--- src/source/csr_consts.svh ---
/*
 * CSR block constants
 * Field widths, register address map, reset values and version
 */
`ifndef CSR_CONSTS_SVH
`define CSR_CONSTS_SVH

// ----------------------------------------
// Widths
// ----------------------------------------
`define CSR_ADDR_W   8   // Host address bus
`define CSR_DATA_W   16  // Host data bus
`define PULSER_LEN_W 8   // Pulser interval, in pulser ticks
`define DAC_DATA_W   10
`define ACQ_LINES_W  5
`define GAIN_PTR_W   5
`define GAIN_N       32  // Gain table depth
`define LED_N        3
`define JUMPER_N     3

// ----------------------------------------
// Address map
// ----------------------------------------
`define INITDEL_ADDR  8'h00
`define PONW_ADDR     8'h01
`define POFFW_ADDR    8'h02
`define INTERW_ADDR   8'h03
`define DRMODE_ADDR   8'h04
`define DACOUT_ADDR   8'h05
`define ACQSTART_ADDR 8'h06
`define ACQDONE_ADDR  8'h07
`define ACQBUSY_ADDR  8'h08
`define NBLINES_ADDR  8'h09
`define LED1_ADDR     8'h0A
`define LED2_ADDR     8'h0B
`define LED3_ADDR     8'h0C
`define JUMPER_ADDR   8'h0D
`define VERSION_ADDR  8'h0F
`define GAIN_BASE     8'h20 // 32 entry window, 0x20..0x3F

// ----------------------------------------
// Reset values
// ----------------------------------------
`define INITDEL_RST 8'h10
`define PONW_RST    8'h08
`define POFFW_RST   8'h08
`define INTERW_RST  8'h04
`define DRMODE_RST  1'b0
`define DACOUT_RST  10'h200 // Mid scale
`define NBLINES_RST 5'd8
`define LED1_RST    1'b0
`define LED2_RST    1'b0
`define LED3_RST    1'b1
`define VERSION_VAL 8'h12

`endif

--- src/source/csr_pkg.sv ---
/*
 * CSR package
 * Field types and the register select encoding
 */
`include "csr_consts.svh"

package csr_pkg;

    // Host bus fields
    typedef logic [`CSR_ADDR_W-1:0]   csr_addr_t;
    typedef logic [`CSR_DATA_W-1:0]   csr_data_t;

    // Application fields
    typedef logic [`PULSER_LEN_W-1:0] pulser_len_t; // Pulser ticks
    typedef logic [`DAC_DATA_W-1:0]   dac_data_t;   // DAC code
    typedef logic [`GAIN_PTR_W-1:0]   gain_ptr_t;   // Gain table index
    typedef logic [`ACQ_LINES_W-1:0]  acq_lines_t;

    // One value per register, plus the gain window and unmapped space
    typedef enum logic [4:0] {
        SEL_INITDEL,
        SEL_PONW,
        SEL_POFFW,
        SEL_INTERW,
        SEL_DRMODE,
        SEL_DACOUT,
        SEL_ACQSTART,
        SEL_ACQDONE,
        SEL_ACQBUSY,
        SEL_NBLINES,
        SEL_LED1,
        SEL_LED2,
        SEL_LED3,
        SEL_JUMPER,
        SEL_VERSION,
        SEL_GAIN,   // Any entry of the gain table
        SEL_NONE    // Unmapped, reads zero
    } reg_sel_e;

endpackage

--- src/source/csr_req_if.sv ---
/*
 * Decoded host request
 * One registered write or read request, shared by bank and gain table
 */
interface csr_req_if;
    import csr_pkg::*;

    logic      wen;      // Write strobe, one cycle
    logic      ren;      // Read strobe, one cycle
    reg_sel_e  sel;      // Target register
    csr_data_t wdata;
    gain_ptr_t gain_idx; // Entry, meaningful for SEL_GAIN only

    modport decoder (output wen, ren, sel, wdata, gain_idx);

    modport bank (input wen, ren, sel, wdata);

    // Gain table side
    modport gain (input wen, ren, sel, wdata, gain_idx);

endinterface

--- src/source/csr_addr_decoder.sv ---
/*
 * CSR address decoder
 * Registers the host strobes and maps the address to a register select
 */
`include "csr_consts.svh"

module csr_addr_decoder (
    input  logic               clk,
    input  logic               rst,
    input  csr_pkg::csr_addr_t csr_addr,
    input  logic               csr_wen,
    input  csr_pkg::csr_data_t csr_wdata,
    input  logic               csr_ren,
    csr_req_if.decoder         req
);
    import csr_pkg::*;

    reg_sel_e dec_sel; // Combinational decode of csr_addr

    // ----------------------------------------
    // Address map
    // ----------------------------------------
    always_comb begin
        case (csr_addr)
            `INITDEL_ADDR:  dec_sel = SEL_INITDEL;
            `PONW_ADDR:     dec_sel = SEL_PONW;
            `POFFW_ADDR:    dec_sel = SEL_POFFW;
            `INTERW_ADDR:   dec_sel = SEL_INTERW;
            `DRMODE_ADDR:   dec_sel = SEL_DRMODE;
            `DACOUT_ADDR:   dec_sel = SEL_DACOUT;
            `ACQSTART_ADDR: dec_sel = SEL_ACQSTART;
            `ACQDONE_ADDR:  dec_sel = SEL_ACQDONE;
            `ACQBUSY_ADDR:  dec_sel = SEL_ACQBUSY;
            `NBLINES_ADDR:  dec_sel = SEL_NBLINES;
            `LED1_ADDR:     dec_sel = SEL_LED1;
            `LED2_ADDR:     dec_sel = SEL_LED2;
            `LED3_ADDR:     dec_sel = SEL_LED3;
            `JUMPER_ADDR:   dec_sel = SEL_JUMPER;
            `VERSION_ADDR:  dec_sel = SEL_VERSION;
            default: begin
                // Gain window when the upper bits match the base
                if ((csr_addr >> `GAIN_PTR_W) == (`GAIN_BASE >> `GAIN_PTR_W))
                    dec_sel = SEL_GAIN;
                else
                    dec_sel = SEL_NONE;
            end
        endcase
    end

    // ----------------------------------------
    // Request register, edge 1
    // ----------------------------------------
    always_ff @(posedge clk or posedge rst) begin
        if (rst) begin
            req.wen <= 1'b0;
            req.ren <= 1'b0;
            req.sel <= SEL_NONE;
        end else begin
            req.wen <= csr_wen;
            req.ren <= csr_ren;
            req.sel <= dec_sel;
        end
    end

    // Payload is meaningful only with a strobe
    always_ff @(posedge clk) begin
        req.wdata    <= csr_wdata;
        req.gain_idx <= gain_ptr_t'(csr_addr); // Low address bits pick the entry
    end

    // Host issues one request at a time
    a_no_wen_and_ren: assert property (@(posedge clk) disable iff (rst)
        !(csr_wen && csr_ren));

endmodule

--- src/source/csr_reg_bank.sv ---
/*
 * CSR register bank
 * Pulser, DAC idle, acquisition and LED registers, plus status read data
 */
`include "csr_consts.svh"

module csr_reg_bank (
    input  logic                 clk,
    input  logic                 rst,
    csr_req_if.bank              req,
    input  logic                 acq_start_ext,    // External start strobe
    input  logic                 acq_done,
    input  logic                 acq_busy,
    input  logic [`JUMPER_N-1:0] jumper,
    output csr_pkg::pulser_len_t pulser_init_len,  // Delay before on pulse
    output csr_pkg::pulser_len_t pulser_on_len,
    output csr_pkg::pulser_len_t pulser_off_len,
    output csr_pkg::pulser_len_t pulser_inter_len, // Gap between on and off
    output logic                 pulser_drmode,    // Double rate mode
    output csr_pkg::dac_data_t   dac_idle,
    output logic                 acq_start,
    output csr_pkg::acq_lines_t  acq_lines,
    output logic [`LED_N-1:0]    led,
    output logic                 reg_rvalid,
    output csr_pkg::csr_data_t   reg_rdata
);
    import csr_pkg::*;

    logic acq_done_d; // Delayed copy for edge detect
    logic done_rise;

    // ----------------------------------------
    // Plain writable registers
    // ----------------------------------------
    always_ff @(posedge clk or posedge rst) begin
        if (rst) begin
            pulser_init_len  <= pulser_len_t'(`INITDEL_RST);
            pulser_on_len    <= pulser_len_t'(`PONW_RST);
            pulser_off_len   <= pulser_len_t'(`POFFW_RST);
            pulser_inter_len <= pulser_len_t'(`INTERW_RST);
            pulser_drmode    <= `DRMODE_RST;
            dac_idle         <= dac_data_t'(`DACOUT_RST);
            acq_lines        <= acq_lines_t'(`NBLINES_RST);
        end else if (req.wen) begin
            // Write data truncated to field width
            case (req.sel)
                SEL_INITDEL: pulser_init_len  <= pulser_len_t'(req.wdata);
                SEL_PONW:    pulser_on_len    <= pulser_len_t'(req.wdata);
                SEL_POFFW:   pulser_off_len   <= pulser_len_t'(req.wdata);
                SEL_INTERW:  pulser_inter_len <= pulser_len_t'(req.wdata);
                SEL_DRMODE:  pulser_drmode    <= req.wdata[0];
                SEL_DACOUT:  dac_idle         <= dac_data_t'(req.wdata);
                SEL_NBLINES: acq_lines        <= acq_lines_t'(req.wdata);
                default: ;   // Read-only or not in this bank
            endcase
        end
    end

    // ----------------------------------------
    // Acquisition start
    // ----------------------------------------
    // Pulse on a CSR write or on the external strobe
    always_ff @(posedge clk or posedge rst) begin
        if (rst)
            acq_start <= 1'b0;
        else
            acq_start <= (req.wen && req.sel == SEL_ACQSTART) || acq_start_ext;
    end

    // ----------------------------------------
    // LEDs
    // ----------------------------------------
    always_ff @(posedge clk or posedge rst) begin
        if (rst)
            acq_done_d <= 1'b0;
        else
            acq_done_d <= acq_done;
    end

    assign done_rise = acq_done && !acq_done_d;

    always_ff @(posedge clk or posedge rst) begin
        if (rst) begin
            led <= {`LED3_RST, `LED2_RST, `LED1_RST};
        end else begin
            // LED1 tracks acquisition, host write wins
            if (req.wen && req.sel == SEL_LED1)
                led[0] <= req.wdata[0];
            else if (acq_start)
                led[0] <= 1'b1;    // Acquisition started
            else if (done_rise)
                led[0] <= 1'b0;    // Acquisition finished
            if (req.wen && req.sel == SEL_LED2)
                led[1] <= req.wdata[0];
            if (req.wen && req.sel == SEL_LED3)
                led[2] <= req.wdata[0];
        end
    end

    // ----------------------------------------
    // Read data
    // ----------------------------------------
    // Gain reads answered by the table
    assign reg_rvalid = req.ren && (req.sel != SEL_GAIN);

    always_comb begin
        case (req.sel)
            SEL_INITDEL: reg_rdata = csr_data_t'(pulser_init_len);
            SEL_PONW:    reg_rdata = csr_data_t'(pulser_on_len);
            SEL_POFFW:   reg_rdata = csr_data_t'(pulser_off_len);
            SEL_INTERW:  reg_rdata = csr_data_t'(pulser_inter_len);
            SEL_DRMODE:  reg_rdata = csr_data_t'(pulser_drmode);
            SEL_DACOUT:  reg_rdata = csr_data_t'(dac_idle);
            SEL_ACQDONE: reg_rdata = csr_data_t'(acq_done);
            SEL_ACQBUSY: reg_rdata = csr_data_t'(acq_busy);
            SEL_NBLINES: reg_rdata = csr_data_t'(acq_lines);
            SEL_LED1:    reg_rdata = csr_data_t'(led[0]);
            SEL_LED2:    reg_rdata = csr_data_t'(led[1]);
            SEL_LED3:    reg_rdata = csr_data_t'(led[2]);
            SEL_JUMPER:  reg_rdata = csr_data_t'(jumper);
            SEL_VERSION: reg_rdata = csr_data_t'(`VERSION_VAL);
            default:     reg_rdata = '0; // ACQSTART and unmapped
        endcase
    end

    // Start is a single-cycle event for the acquisition engine
    a_acq_start_pulse: assert property (@(posedge clk) disable iff (rst)
        acq_start |=> !acq_start);

endmodule

--- src/source/dac_gain_table.sv ---
/*
 * DAC gain table
 * 32-entry gain memory, one read port shared by datapath and host
 */
`include "csr_consts.svh"

module dac_gain_table (
    input  logic               clk,
    input  logic               rst,
    csr_req_if.gain            req,
    input  csr_pkg::gain_ptr_t dac_gain_ptr, // Datapath lookup index
    output csr_pkg::dac_data_t dac_gain,
    output logic               gain_rvalid,
    output csr_pkg::dac_data_t gain_rdata
);
    import csr_pkg::*;

    dac_data_t mem [`GAIN_N]; // Undefined until written

    logic      wr_en;
    logic      rd_req;    // Host read of the gain window
    gain_ptr_t raddr;
    dac_data_t rdata_q;
    logic      rvalid_p1; // Address captured
    logic      rvalid_p2; // Data captured

    assign wr_en  = req.wen && (req.sel == SEL_GAIN);
    assign rd_req = req.ren && (req.sel == SEL_GAIN);

    // ----------------------------------------
    // Write port, edge 2
    // ----------------------------------------
    always_ff @(posedge clk) begin
        if (wr_en)
            mem[req.gain_idx] <= dac_data_t'(req.wdata);
    end

    // ----------------------------------------
    // Shared read port
    // ----------------------------------------
    // Host read borrows the port for one address capture
    always_ff @(posedge clk or posedge rst) begin
        if (rst) begin
            raddr     <= '0;
            rvalid_p1 <= 1'b0;
            rvalid_p2 <= 1'b0;
        end else begin
            raddr     <= rd_req ? req.gain_idx : dac_gain_ptr;
            rvalid_p1 <= rd_req;
            rvalid_p2 <= rvalid_p1;
        end
    end

    // Data register holds while a write is in progress
    always_ff @(posedge clk) begin
        if (!wr_en)
            rdata_q <= mem[raddr];
    end

    assign dac_gain    = rdata_q;
    assign gain_rdata  = rdata_q;
    assign gain_rvalid = rvalid_p2;

endmodule

--- src/source/csr_read_return.sv ---
/*
 * CSR read return
 * Merges bank and gain table responses into one registered read
 */
module csr_read_return (
    input  logic               clk,
    input  logic               rst,
    input  logic               reg_rvalid,
    input  csr_pkg::csr_data_t reg_rdata,
    input  logic               gain_rvalid,
    input  csr_pkg::dac_data_t gain_rdata,
    output logic               csr_rvalid,  // One-cycle strobe
    output csr_pkg::csr_data_t csr_rdata
);
    import csr_pkg::*;

    csr_data_t mux_rdata;

    // Only one source valid at a time
    assign mux_rdata = reg_rvalid ? reg_rdata : csr_data_t'(gain_rdata);

    always_ff @(posedge clk or posedge rst) begin
        if (rst)
            csr_rvalid <= 1'b0;
        else
            csr_rvalid <= reg_rvalid || gain_rvalid;
    end

    // Response data is meaningful while csr_rvalid is high
    always_ff @(posedge clk) begin
        if (reg_rvalid || gain_rvalid)
            csr_rdata <= mux_rdata;
    end

    // Plain and gain read responses never collide
    a_single_source: assert property (@(posedge clk) disable iff (rst)
        !(reg_rvalid && gain_rvalid));

endmodule

--- src/source/csr_top.sv ---
/*
 * CSR block top
 * Host register interface for the pulser and acquisition board
 */
`include "csr_consts.svh"

module csr_top (
    input  logic                 clk,
    input  logic                 rst,
    // Host bus
    input  csr_pkg::csr_addr_t   csr_addr,
    input  logic                 csr_wen,
    input  csr_pkg::csr_data_t   csr_wdata,
    input  logic                 csr_ren,
    output logic                 csr_rvalid,
    output csr_pkg::csr_data_t   csr_rdata,
    // Pulser
    output csr_pkg::pulser_len_t pulser_init_len,
    output csr_pkg::pulser_len_t pulser_on_len,
    output csr_pkg::pulser_len_t pulser_off_len,
    output csr_pkg::pulser_len_t pulser_inter_len,
    output logic                 pulser_drmode,
    // DAC
    output csr_pkg::dac_data_t   dac_idle,
    output csr_pkg::dac_data_t   dac_gain,
    input  csr_pkg::gain_ptr_t   dac_gain_ptr,
    // Acquisition
    output logic                 acq_start,
    input  logic                 acq_start_ext,
    input  logic                 acq_done,
    input  logic                 acq_busy,
    output csr_pkg::acq_lines_t  acq_lines,
    // Board IO
    output logic [`LED_N-1:0]    led,
    input  logic [`JUMPER_N-1:0] jumper
);
    import csr_pkg::*;

    logic      reg_rvalid;
    csr_data_t reg_rdata;
    logic      gain_rvalid;
    dac_data_t gain_rdata;

    csr_req_if req ();

    csr_addr_decoder u_decoder (
        .clk       (clk),
        .rst       (rst),
        .csr_addr  (csr_addr),
        .csr_wen   (csr_wen),
        .csr_wdata (csr_wdata),
        .csr_ren   (csr_ren),
        .req       (req.decoder)
    );

    csr_reg_bank u_bank (
        .clk              (clk),
        .rst              (rst),
        .req              (req.bank),
        .acq_start_ext    (acq_start_ext),
        .acq_done         (acq_done),
        .acq_busy         (acq_busy),
        .jumper           (jumper),
        .pulser_init_len  (pulser_init_len),
        .pulser_on_len    (pulser_on_len),
        .pulser_off_len   (pulser_off_len),
        .pulser_inter_len (pulser_inter_len),
        .pulser_drmode    (pulser_drmode),
        .dac_idle         (dac_idle),
        .acq_start        (acq_start),
        .acq_lines        (acq_lines),
        .led              (led),
        .reg_rvalid       (reg_rvalid),
        .reg_rdata        (reg_rdata)
    );

    dac_gain_table u_gain_table (
        .clk          (clk),
        .rst          (rst),
        .req          (req.gain),
        .dac_gain_ptr (dac_gain_ptr),
        .dac_gain     (dac_gain),
        .gain_rvalid  (gain_rvalid),
        .gain_rdata   (gain_rdata)
    );

    csr_read_return u_read_return (
        .clk         (clk),
        .rst         (rst),
        .reg_rvalid  (reg_rvalid),
        .reg_rdata   (reg_rdata),
        .gain_rvalid (gain_rvalid),
        .gain_rdata  (gain_rdata),
        .csr_rvalid  (csr_rvalid),
        .csr_rdata   (csr_rdata)
    );

endmodule

--- config.mk ---
export PLATFORM = sky130hd
export DESIGN_NAME = csr_top
export DESIGN_NICKNAME = d
export VERILOG_FILES = /design/src/source/csr_pkg.sv /design/src/source/csr_req_if.sv /design/src/source/csr_addr_decoder.sv /design/src/source/csr_reg_bank.sv /design/src/source/dac_gain_table.sv /design/src/source/csr_read_return.sv /design/src/source/csr_top.sv
export VERILOG_INCLUDE_DIRS = /design/src /design/src/source
export SDC_FILE = /design/constraint.sdc
export NUM_CORES = 1
export LEC_CHECK = 0
export BUFFER_PORTS_ARGS = -buffer_cell sky130_fd_sc_hd__buf_2
export CORE_ASPECT_RATIO = 0.7
export CORE_MARGIN = 10
export CORE_UTILIZATION = 65
export CTS_CLUSTER_DIAMETER = 80
export DETAILED_ROUTE_END_ITERATION = 12
export GPL_ROUTABILITY_DRIVEN = 0
export PLACE_DENSITY = 0.93
export SLEW_MARGIN = 20
export SYNTH_ARGS = -nofsm -noshare
export SYNTH_HDL_FRONTEND = slang
export SYNTH_SLANG_ARGS = --single-unit
--- constraint.sdc ---
create_clock -name clk -period 6.4 [get_ports clk]
set_input_delay 1.28 -clock clk [delete_from_list [all_inputs] [get_ports clk]]
set_output_delay 1.28 -clock clk [all_outputs]
set_load 0.05 [all_outputs]
==> results.tsv, run 1 <==
metric	value	unit
drt drc	0	
Hold Startpoint	u_gain_table.rvalid_p1	
HP Class	flop to flop	
largest area contributor in the netlist	edfxtp_1	
CTS Buf Count	37	
clock skew	31.5	ps
Post-DP Area	0.0176	mm²
cell count after placement	1431	
Routed Antenna Nets	0	
wire length per cell after detailed routing	29.4	µm
maximum VDD drop	0.366	mV
top-count cell post-synth	edfxtp_1	
Worst Path Arrival	3840	ps
DR iter-0 viols	1638	
Max-slew headroom	26.3	%
RSZ-0062 raised after global routing	false	
Detailed Route WL	44.0	mm
Die Y	155	µm
Critical Path RT	6570	ps
Final Hold Vio Count	0	
startpoint type of the worst setup path	flop	
Fillers	1367	
Pint	4.40	mW
ranking of synthesized cells by area	edfxtp_1, mux2i_1, dfrtp_1	
Final Hold Slack	357	ps
H-Tree Depth	2	
final worst-path cycle share	57.3	%
fraction of layout cells with a size suffix above 1	23.1	%
Syn Inst Count	1033	
final setup TNS	0	ps
Final Setup Violations	0	
core box area	0.0256	mm²
reg-to-reg endpoint	u_gain_table.mem[0][7]	
area share of the largest cell type after synthesis	60.8	%
Total Die Area	0.0328	mm²
IO Count	118	
routed wl met2	20.9	mm
Setup Buffers After CTS	0	
M1 WL	15.7	mm
initial core utilization	65.7	%
DR pass1 iterations	6	
Detail Placement HPWL	26.2	mm
final layout net count	1178	
hold depth	0	
R2R Setup Slk	2730	ps
IO Port Bufs	105	
post-synthesis sequential area ratio	72.7	%
synth cell count leaders	edfxtp_1, mux2i_1, a22oi_1	
Worst-Skew Late Latency	560	ps
Syn-to-layout area delta	11.9	%
CTS resizes	0	
part of the power in registers	52.9	%
ys flop type	edfxtp_1	
P_sw	1.52	mW
Clock Path Buffers	3	
largest net degree at the start of global routing	91	
Synth warnings	0	
status	complete, no violations	
Cell Count, Final, Fillers Out	1498	
Achievable Freq	273	MHz
Crit Path Max Fanout	25	
Worst Reg-to-Reg Cells	5	
Yosys cell types	54	
Syn Area/Cell	16.3	µm²
CTS tree	yes	
Max-cap violations	0	
RR Startpoint	u_decoder.req.sel[2]	
asr flop ratio synth	16.1	%
Setup Slack @ Placement	2850	ps
Synth Cell Area	0.0168	mm²
Max Used Layer	met5	
hold endpoint	u_gain_table.gain_rvalid	
fin. max-slew vios	0	
sw frac	25.7	%
Synth Register Bits	423	
final worst setup slack	2730	ps
vias per inst	6.98	
Critical Path Source	u_decoder.req.sel[2]	
Slew @ Worst Pin	1100	ps
clock share of power	37.4	%
wire length on met3	5.59	mm
first-pass GRT wire length	65.3	mm
routed vias	10458	
Setup crit end kind	flop	
Die X	212	µm
GR Util All Layers	26.7	%
P_leak	7.03	nW
Post-CTS Hold Buffers	0	
Setup Crit Path Kind	flop to flop	
TritonCTS Sinks	423	
initial antenna violation count	4	
number of synthesized flops with an enable pin	340	
clk slew on worst S/H paths	80	ps
minimum clock period after layout	3670	ps
Gate power share	9.7	%
vias in the first global route	10311	
CTS root buf	clkbuf_16	
final non-filler cell area	0.0188	mm²
PD cells	315	mW/mm²
row count	49	
gr ovfl total	0	
==> power groups by stage <==
stage	clock, mW	sequential (mW)	combinational [mW]
detailed placement	0	3.18	0.560
global placement	0	3.17	0.542
CTS	2.21	3.13	0.570
floorplan	0	3.35	0.206
global route	2.31	3.13	0.596
finish	2.21	3.13	0.577
==> per-layer routing <==
metal / vias to the layer above / global-route usage [%]
li1: 4234 / -
met1: 5171 / 34.8
met2: 874 / 41.6
met3: 177 / 7.17
met4: 2 / 11.4
met5: - / 0
==> area by class of cell <==
| type | instances | area, µm² | share of cell area (%) |
|---|---|---|---|
| multi-input cells | 548 | 4300 | 22.8 |
| flip-flops and latches | 423 | 12200 | 65.0 |
| diodes | 3 | 7.51 | 0.0399 |
| well taps | 331 | 414 | 2.20 |
| clock inverters | 18 | 125 | 0.665 |
| repair buffers | 123 | 673 | 3.58 |
| clock buffers | 46 | 1040 | 5.55 |
| inverters | 6 | 22.5 | 0.120 |
==> cells by family after synthesis <==
logic type	Yosys count	share of synthesized area (%)
mux	221	13.8
compound gates	128	5.44
other cells	1	0.0223
flops	423	72.7
buf+inv	67	1.88
simple gates	193	6.11
==> state kept, by name, summed over array words and instances, names as in the netlist, 8 cells and up <==
register,cells
u_bank.pulser_inter_len,8
u_bank.pulser_init_len,8
u_gain_table.dac_gain,10
u_read_return.csr_rdata,10
u_bank.pulser_on_len,8
u_gain_table.mem,320
u_bank.dac_idle,10
u_bank.pulser_off_len,8
u_decoder.req.wdata,10
==> worst max-delay path: stages, from the launching register on <==
cell and delay (ps):
dfrtp_1 930, nand2b_1 340, nor3_4 380, inv_2 190
or3_1 560, nor2_1 860
==> worst max-delay path by stage <==
stage | end | slack, ps
2_1_floorplan | u_bank.acq_done_d | 3420
3_3_place_gp | u_gain_table.mem[4][5] | 2980
3_5_place_dp | u_gain_table.mem[16][1] | 2850
4_1_cts | u_gain_table.mem[4][5] | 2820
5_1_grt | u_gain_table.mem[4][5] | 2550
6_report | u_gain_table.mem[0][7] | 2730
==> cells in the final DEF, fill, tap and decap left out, types with 3 or more instances in the layout <==
| master | instances |
|---|---|
| nor2_1 | 38 |
| a32o_1 | 4 |
| nand3_1 | 47 |
| a21oi_1 | 24 |
| buf_2 | 105 |
| dfrtp_1 | 59 |
| nand3_2 | 4 |
| edfxtp_1 | 340 |
| a31oi_1 | 4 |
| nand2b_1 | 9 |
| clkbuf_1 | 5 |
| conb_1 | 6 |
| a211oi_1 | 4 |
| nand4_1 | 21 |
| a221o_1 | 5 |
| nor2_2 | 3 |
| inv_4 | 3 |
| mux4_2 | 3 |
| dfxtp_1 | 14 |
| nand3b_1 | 8 |
| nor2b_1 | 5 |
| dfstp_2 | 8 |
| o21ai_0 | 8 |
| mux2_2 | 57 |
| a22oi_1 | 63 |
| mux2i_1 | 161 |
| clkinv_2 | 4 |
| clkbuf_16 | 41 |
| nor3_1 | 5 |
| nand2_1 | 31 |
| buf_4 | 17 |
| clkinv_1 | 6 |
| diode_2 | 3 |
| a22o_1 | 3 |
| inv_1 | 4 |
==> stage by stage <==
| stage | power [mW] | utilization (%) |
|---|---|---|
| after floorplan | 3.55 | - |
| after global placement | 3.72 | 69.0 |
| after detailed placement | 3.74 | 69.0 |
| after CTS | 5.91 | 73.5 |
| after global routing | 6.04 | 73.6 |
| final | 5.92 | 73.6 |
Power figures use the tool's default switching activity.
==> inputs of run 2 (changes only) <==
--- a/config.mk
+++ b/config.mk
@@ -9,11 +9,11 @@
 export BUFFER_PORTS_ARGS = -buffer_cell sky130_fd_sc_hd__buf_2
 export CORE_ASPECT_RATIO = 0.7
 export CORE_MARGIN = 10
-export CORE_UTILIZATION = 65
+export CORE_UTILIZATION = 60
 export CTS_CLUSTER_DIAMETER = 80
 export DETAILED_ROUTE_END_ITERATION = 12
 export GPL_ROUTABILITY_DRIVEN = 0
-export PLACE_DENSITY = 0.93
+export PLACE_DENSITY = 0.87
 export SLEW_MARGIN = 20
 export SYNTH_ARGS = -nofsm -noshare
 export SYNTH_HDL_FRONTEND = slang
==> constraint.sdc (replaced) <==
create_clock -name clk -period 3.55 [get_ports clk]
set_input_delay 0.71 -clock clk [delete_from_list [all_inputs] [get_ports clk]]
set_output_delay 0.71 -clock clk [all_outputs]
set_load 0.05 [all_outputs]
==> run 2 against run 1 <==
  * Cell count rose by 5.9%
  * Clock-buffer cell count is 3 higher
  * Die area rose by 7.4%
  * Sequential share of layout area is 1.4 points lower
  * Combinational power rose by 82%
  * Power grew 79%
  * Global-route usage fell by 3.2 points
  * Register-to-register slack worse by 1900 ps
==> results.tsv, run 2 (synthesis results as in run 1) <==
metric	value	unit
status	complete, no violations	
R2R Setup Slk	810	ps
IO Port Bufs	105	
Slowest cell on crit path	dfrtp_1	
Setup Buffers After CTS	0	
CP cell instances	nand2_2 > nor3_4 > inv_2 > or3_1 > nor2_1 > buf_4	
Routed Antenna Nets	0	
CTS root buf	clkbuf_16	
wire length per cell after detailed routing	26.1	µm
drt drc	0	
Setup Crit Path Kind	flop to flop	
RR Startpoint	u_decoder.req.sel[0]	
maximum VDD drop	0.581	mV
row count	51	
Final Setup Violations	0	
Clock Path Buffers	3	
RSZ-0062 raised after global routing	false	
HP Class	primary input to asynchronous set/reset pin	
IO Count	118	
clock skew	26.5	ps
Die X	220	µm
Final Hold Vio Count	0	
clk slew on worst S/H paths	70	ps
Achievable Freq	364	MHz
PD cells	550	mW/mm²
final setup TNS	0	ps
first-pass GRT wire length	62.3	mm
CTS resizes	0	
fin. max-slew vios	0	
Total Die Area	0.0352	mm²
DR iter-0 viols	1486	
fraction of layout cells with a size suffix above 1	26.2	%
Die Y	160	µm
Post-CTS Hold Buffers	0	
Worst Path Arrival	2970	ps
final worst setup slack	805	ps
Max stage delay on crit path	780	ps
GR Util All Layers	23.4	%
reg-to-reg endpoint	u_gain_table.mem[20][7]	
P_leak	7.28	nW
CTS Buf Count	38	
Worst-Skew Late Latency	540	ps
Crit Path Max Fanout	16	
largest register by flop count	u_gain_table.mem	
H-Tree Depth	2	
Setup crit end kind	flop	
gr ovfl total	0	
WP buf/inv	2	
Worst Reg-to-Reg Cells	6	
initial antenna violation count	2	
Slew @ Worst Pin	946	ps
final worst-path cycle share	77.3	%
TritonCTS Sinks	423	
commonest non-fill, non-tap cells in the layout	edfxtp_1, mux2i_1, buf_2, a22oi_1, buf_4	
startpoint type of the worst setup path	flop	
routed vias	10308	
Top delay family on crit path	simple AND/OR/NAND/NOR gates	
Fillers	1699	
most common cell after layout, fill and taps aside	edfxtp_1	
Max-slew headroom	36.8	%
Critical Path RT	3780	ps
Detail Placement HPWL	26.5	mm
final layout net count	1226	
DR pass1 iterations	6	
largest net degree at the start of global routing	40	
register area	0.0122	mm²
vias in the first global route	10241	
max reg flops	320	
Post-DP Area	0.0181	mm²
CTS tree	yes	
Setup Slack @ Placement	945	ps
final non-filler cell area	0.0192	mm²
core box area	0.0277	mm²
Multi-input gate area	0.00429	mm²
Max-cap violations	0	
initial core utilization	60.7	%
vias per inst	6.50	
minimum clock period after layout	2740	ps
Syn-to-layout area delta	14.5	%
Detailed Route WL	41.4	mm
-- run 2: cell count changes in the layout (fill, tap and decap cells not counted), moves of 2 or more --
cell        change
clkbuf_8        +2
diode_2         -2
buf_12          +2
clkinv_2        +2
dfxtp_2         +2
inv_6           -2
buf_4          +45
clkinv_1        +2
dfxtp_1         -2
clkinvlp_2      +2
inv_4           -3
-- run 2: area by class of cell --
cell class / instances / area share [%]
sequential: 423 / 63.6
multi-input combinational: 548 / 22.3
clock buffer: 49 / 5.59
timing repair buffer: 170 / 5.46
tap: 371 / 2.41
clock inverter: 19 / 0.533
inverter: 6 / 0.117
antenna: 1 / 0.0130
-- run 2: how the worst max path moves through the flow --
| stage | from | end | slack (ps) | cells past startpoint |
|---|---|---|---|---|
| after floorplan | rst | u_bank.acq_done_d | 1140 | 1 |
| after global placement | u_decoder.req.sel[0] | u_gain_table.mem[8][4] | 990 | 6 |
| after detailed placement | u_decoder.req.sel[0] | u_gain_table.mem[24][2] | 950 | 6 |
| after CTS | u_decoder.req.sel[0] | u_gain_table.mem[4][6] | 880 | 6 |
| after global routing | u_decoder.req.sel[0] | u_gain_table.mem[4][6] | 700 | 6 |
| final | u_decoder.req.sel[0] | u_gain_table.mem[20][7] | 810 | 6 |
-- run 2: power breakdown --
group	leakage, nW	total, mW	internal [mW]	switching, mW
clock network	0.574	3.90	2.15	1.75
logic	2.63	1.05	0.290	0.758
registers	4.07	5.63	5.48	0.149
total	7.28	10.6	7.92	2.66
-- run 2: routing by layer --
metal	track usage, %	routed length (µm)
met5	0	11
met4	7.54	1180
met3	6.61	4550
met2	36.1	19500
met1	31.7	16100
-- run 2: stage by stage --
step	instances	hold WS (ps)	power (mW)	util [%]
finish	1587	266	10.6	69.5
floorplan	1038	331	6.40	-
global route	1586	264	10.9	69.5
detailed placement	1518	347	6.75	65.2
CTS	1586	258	10.6	69.5
global placement	1518	335	6.72	65.2
==> inputs of run 3 (changes only) <==
==> constraint.sdc (replaced) <==
create_clock -name clk -period 2.8 [get_ports clk]
set_input_delay 0.56 -clock clk [delete_from_list [all_inputs] [get_ports clk]]
set_output_delay 0.56 -clock clk [all_outputs]
set_load 0.05 [all_outputs]
==> run 3 against run 2 <==
  * First-iteration DRC count grew 22%
  * Via count grew 3.1%
  * Final area is 1.2% higher
  * Hold slack got worse by 180 ps
  * Sequential share of layout area down 0.73 points
  * Non-clock buffer count up 16
  * Flip-flop and latch count unchanged
  * Largest power group unchanged
  * Worst setup slack worse by 560 ps
  * Global-route usage is 1.6 points higher
  * Critical path depth is 2 lower
  * Power grew 30%
  * Highest routed layer is now met4
==> results.tsv, run 3 (synthesis results as in run 1) <==
metric	value	unit
P_sw	3.47	mW
Critical Path RT	2980	ps
CTS tree	yes	
drt drc	0	
Setup crit end kind	flop	
GR Util All Layers	25.0	%
gr ovfl total	0	
routed vias	10623	
M1 WL	16.4	mm
Max Used Layer	met4	
WP buf/inv	1	
Crit Path Max Fanout	12	
Pint	10.3	mW
HP Class	primary input to asynchronous set/reset pin	
Max-slew headroom	24.2	%
Post-CTS Hold Buffers	0	
routed wl met2	21.0	mm
Crit path top cell by count	nand2b_1	
IO Count	118	
Detailed Route WL	44.5	mm
Achievable Freq	391	MHz
clk slew on worst S/H paths	70	ps
Die X	220	µm
Final Hold Vio Count	0	
IO Port Bufs	105	
largest register by flop count	u_gain_table.mem	
Setup Crit Path Kind	flop to flop	
reg-to-reg endpoint	u_read_return.csr_rdata[6]	
commonest non-fill, non-tap cells in the layout	edfxtp_1, mux2i_1, buf_2, buf_4, a22oi_1	
final worst setup slack	244	ps
initial antenna violation count	1	
final setup TNS	0	ps
row count	51	
clock skew	34.0	ps
R2R Setup Slk	240	ps
Detail Placement HPWL	27.5	mm
Top delay family on crit path	compound AO/OA/AOI/OAI gates	
initial core utilization	60.7	%
P_leak	7.41	nW
vias per inst	6.62	
status	complete, no violations	
max reg flops	320	
Max stage delay on crit path	840	ps
sw frac	25.2	%
part of the power in registers	51.8	%
RR Startpoint	u_decoder.req.sel[4]	
Setup Buffers After CTS	0	
CTS resizes	0	
final core utilization	70.3	%
final layout net count	1242	
Worst Path Arrival	2730	ps
clock share of power	38.3	%
Worst Reg-to-Reg Cells	4	
Worst-Skew Late Latency	550	ps
minimum clock period after layout	2560	ps
Syn-to-layout area delta	15.8	%
Gate power share	9.9	%
TritonCTS Sinks	423	
Slowest cell on crit path	o31ai_1	
Total Die Area	0.0352	mm²
fin. max-slew vios	0	
Fillers	1684	
Slew @ Worst Pin	1130	ps
Setup Slack @ Placement	486	ps
Die Y	160	µm
first-pass GRT wire length	66.1	mm
Routed Antenna Nets	0	
wire length per cell after detailed routing	27.7	µm
wire length on met3	5.45	mm
maximum VDD drop	0.767	mV
fraction of layout cells with a size suffix above 1	27.7	%
largest net degree at the start of global routing	41	
final worst-path cycle share	91.3	%
CTS Buf Count	38	
Max-cap violations	0	
core box area	0.0277	mm²
CP cell instances	nand2b_1 > o31ai_1 > buf_4 > nand2b_1	
Final Setup Violations	0	
vias in the first global route	10471	
most common cell after layout, fill and taps aside	edfxtp_1	
startpoint type of the worst setup path	flop	
H-Tree Depth	2	
CTS root buf	clkbuf_16	
DR iter-0 viols	1809	
PD cells	708	mW/mm²
RSZ-0062 raised after global routing	false	
DR pass1 iterations	8	
Clock Path Buffers	3	
-- run 3: cell types whose count changed in the layout (fill, tap and decap cells not counted), moves of 2 or more --
cell	before	now
bufinv_16	0	2
buf_4	62	76
clkbuf_8	2	7
buf_12	3	5
clkinv_1	8	3
-- run 3: cell type report --
type | instances | area (µm²) | area share (%)
Sequential cell | 423 | 12200 | 62.8
Multi-Input combinational cell | 548 | 4290 | 22.1
Timing Repair Buffer | 186 | 1200 | 6.15
Clock buffer | 52 | 1120 | 5.73
Tap cell | 371 | 464 | 2.38
Clock inverter | 17 | 140 | 0.720
Inverter | 6 | 22.5 | 0.116
Antenna cell | 1 | 2.50 | 0.0129
-- run 3: worst max path at each step --
stage / start / endpoint / slack (ps) / cells after the start
floorplan: rst / u_bank.acq_done_d / 540 / 1
global placement: u_decoder.req.sel[4] / u_gain_table.mem[28][2] / 550 / 7
detailed placement: u_decoder.req.sel[4] / u_gain_table.mem[16][4] / 490 / 6
CTS: u_decoder.req.sel[4] / u_read_return.csr_rdata[4] / 390 / 4
global route: u_decoder.req.sel[4] / u_read_return.csr_rdata[4] / 200 / 4
finish: u_decoder.req.sel[4] / u_read_return.csr_rdata[6] / 240 / 4
-- run 3: power by group through the flow --
stage,Combinational (mW),Clock (mW),Sequential (mW)
2_1_floorplan,0.471,0,7.65
3_3_place_gp,1.30,0,7.24
3_5_place_dp,1.32,0,7.25
4_1_cts,1.35,5.30,7.13
5_1_grt,1.41,5.54,7.15
6_report,1.36,5.28,7.14
-- run 3: metal layers --
layer	GRT usage, %	vias up
li1	-	4362
met1	33.8	5261
met2	39.1	840
met3	5.72	160
met4	9.25	0
met5	0	-
-- run 3: stage by stage --
step                instance area (µm²)  total power, mW  std cells  hold slack [ps]
finish                            19500             13.8       1604             89.3
global route                      19500             14.1       1604              105
CTS                               19500             13.8       1603             79.6
detailed placement                18200             8.58       1534              336
global placement                  18200             8.54       1534              334
floorplan                         16800             8.12       1038              331
-- run 3: worst reg2reg max path, cell delays in order (launching register included) --
cell and delay [ps]:
dfstp_2 450, nand2b_1 280, o31ai_1 840, buf_4 290, nand2b_1 340
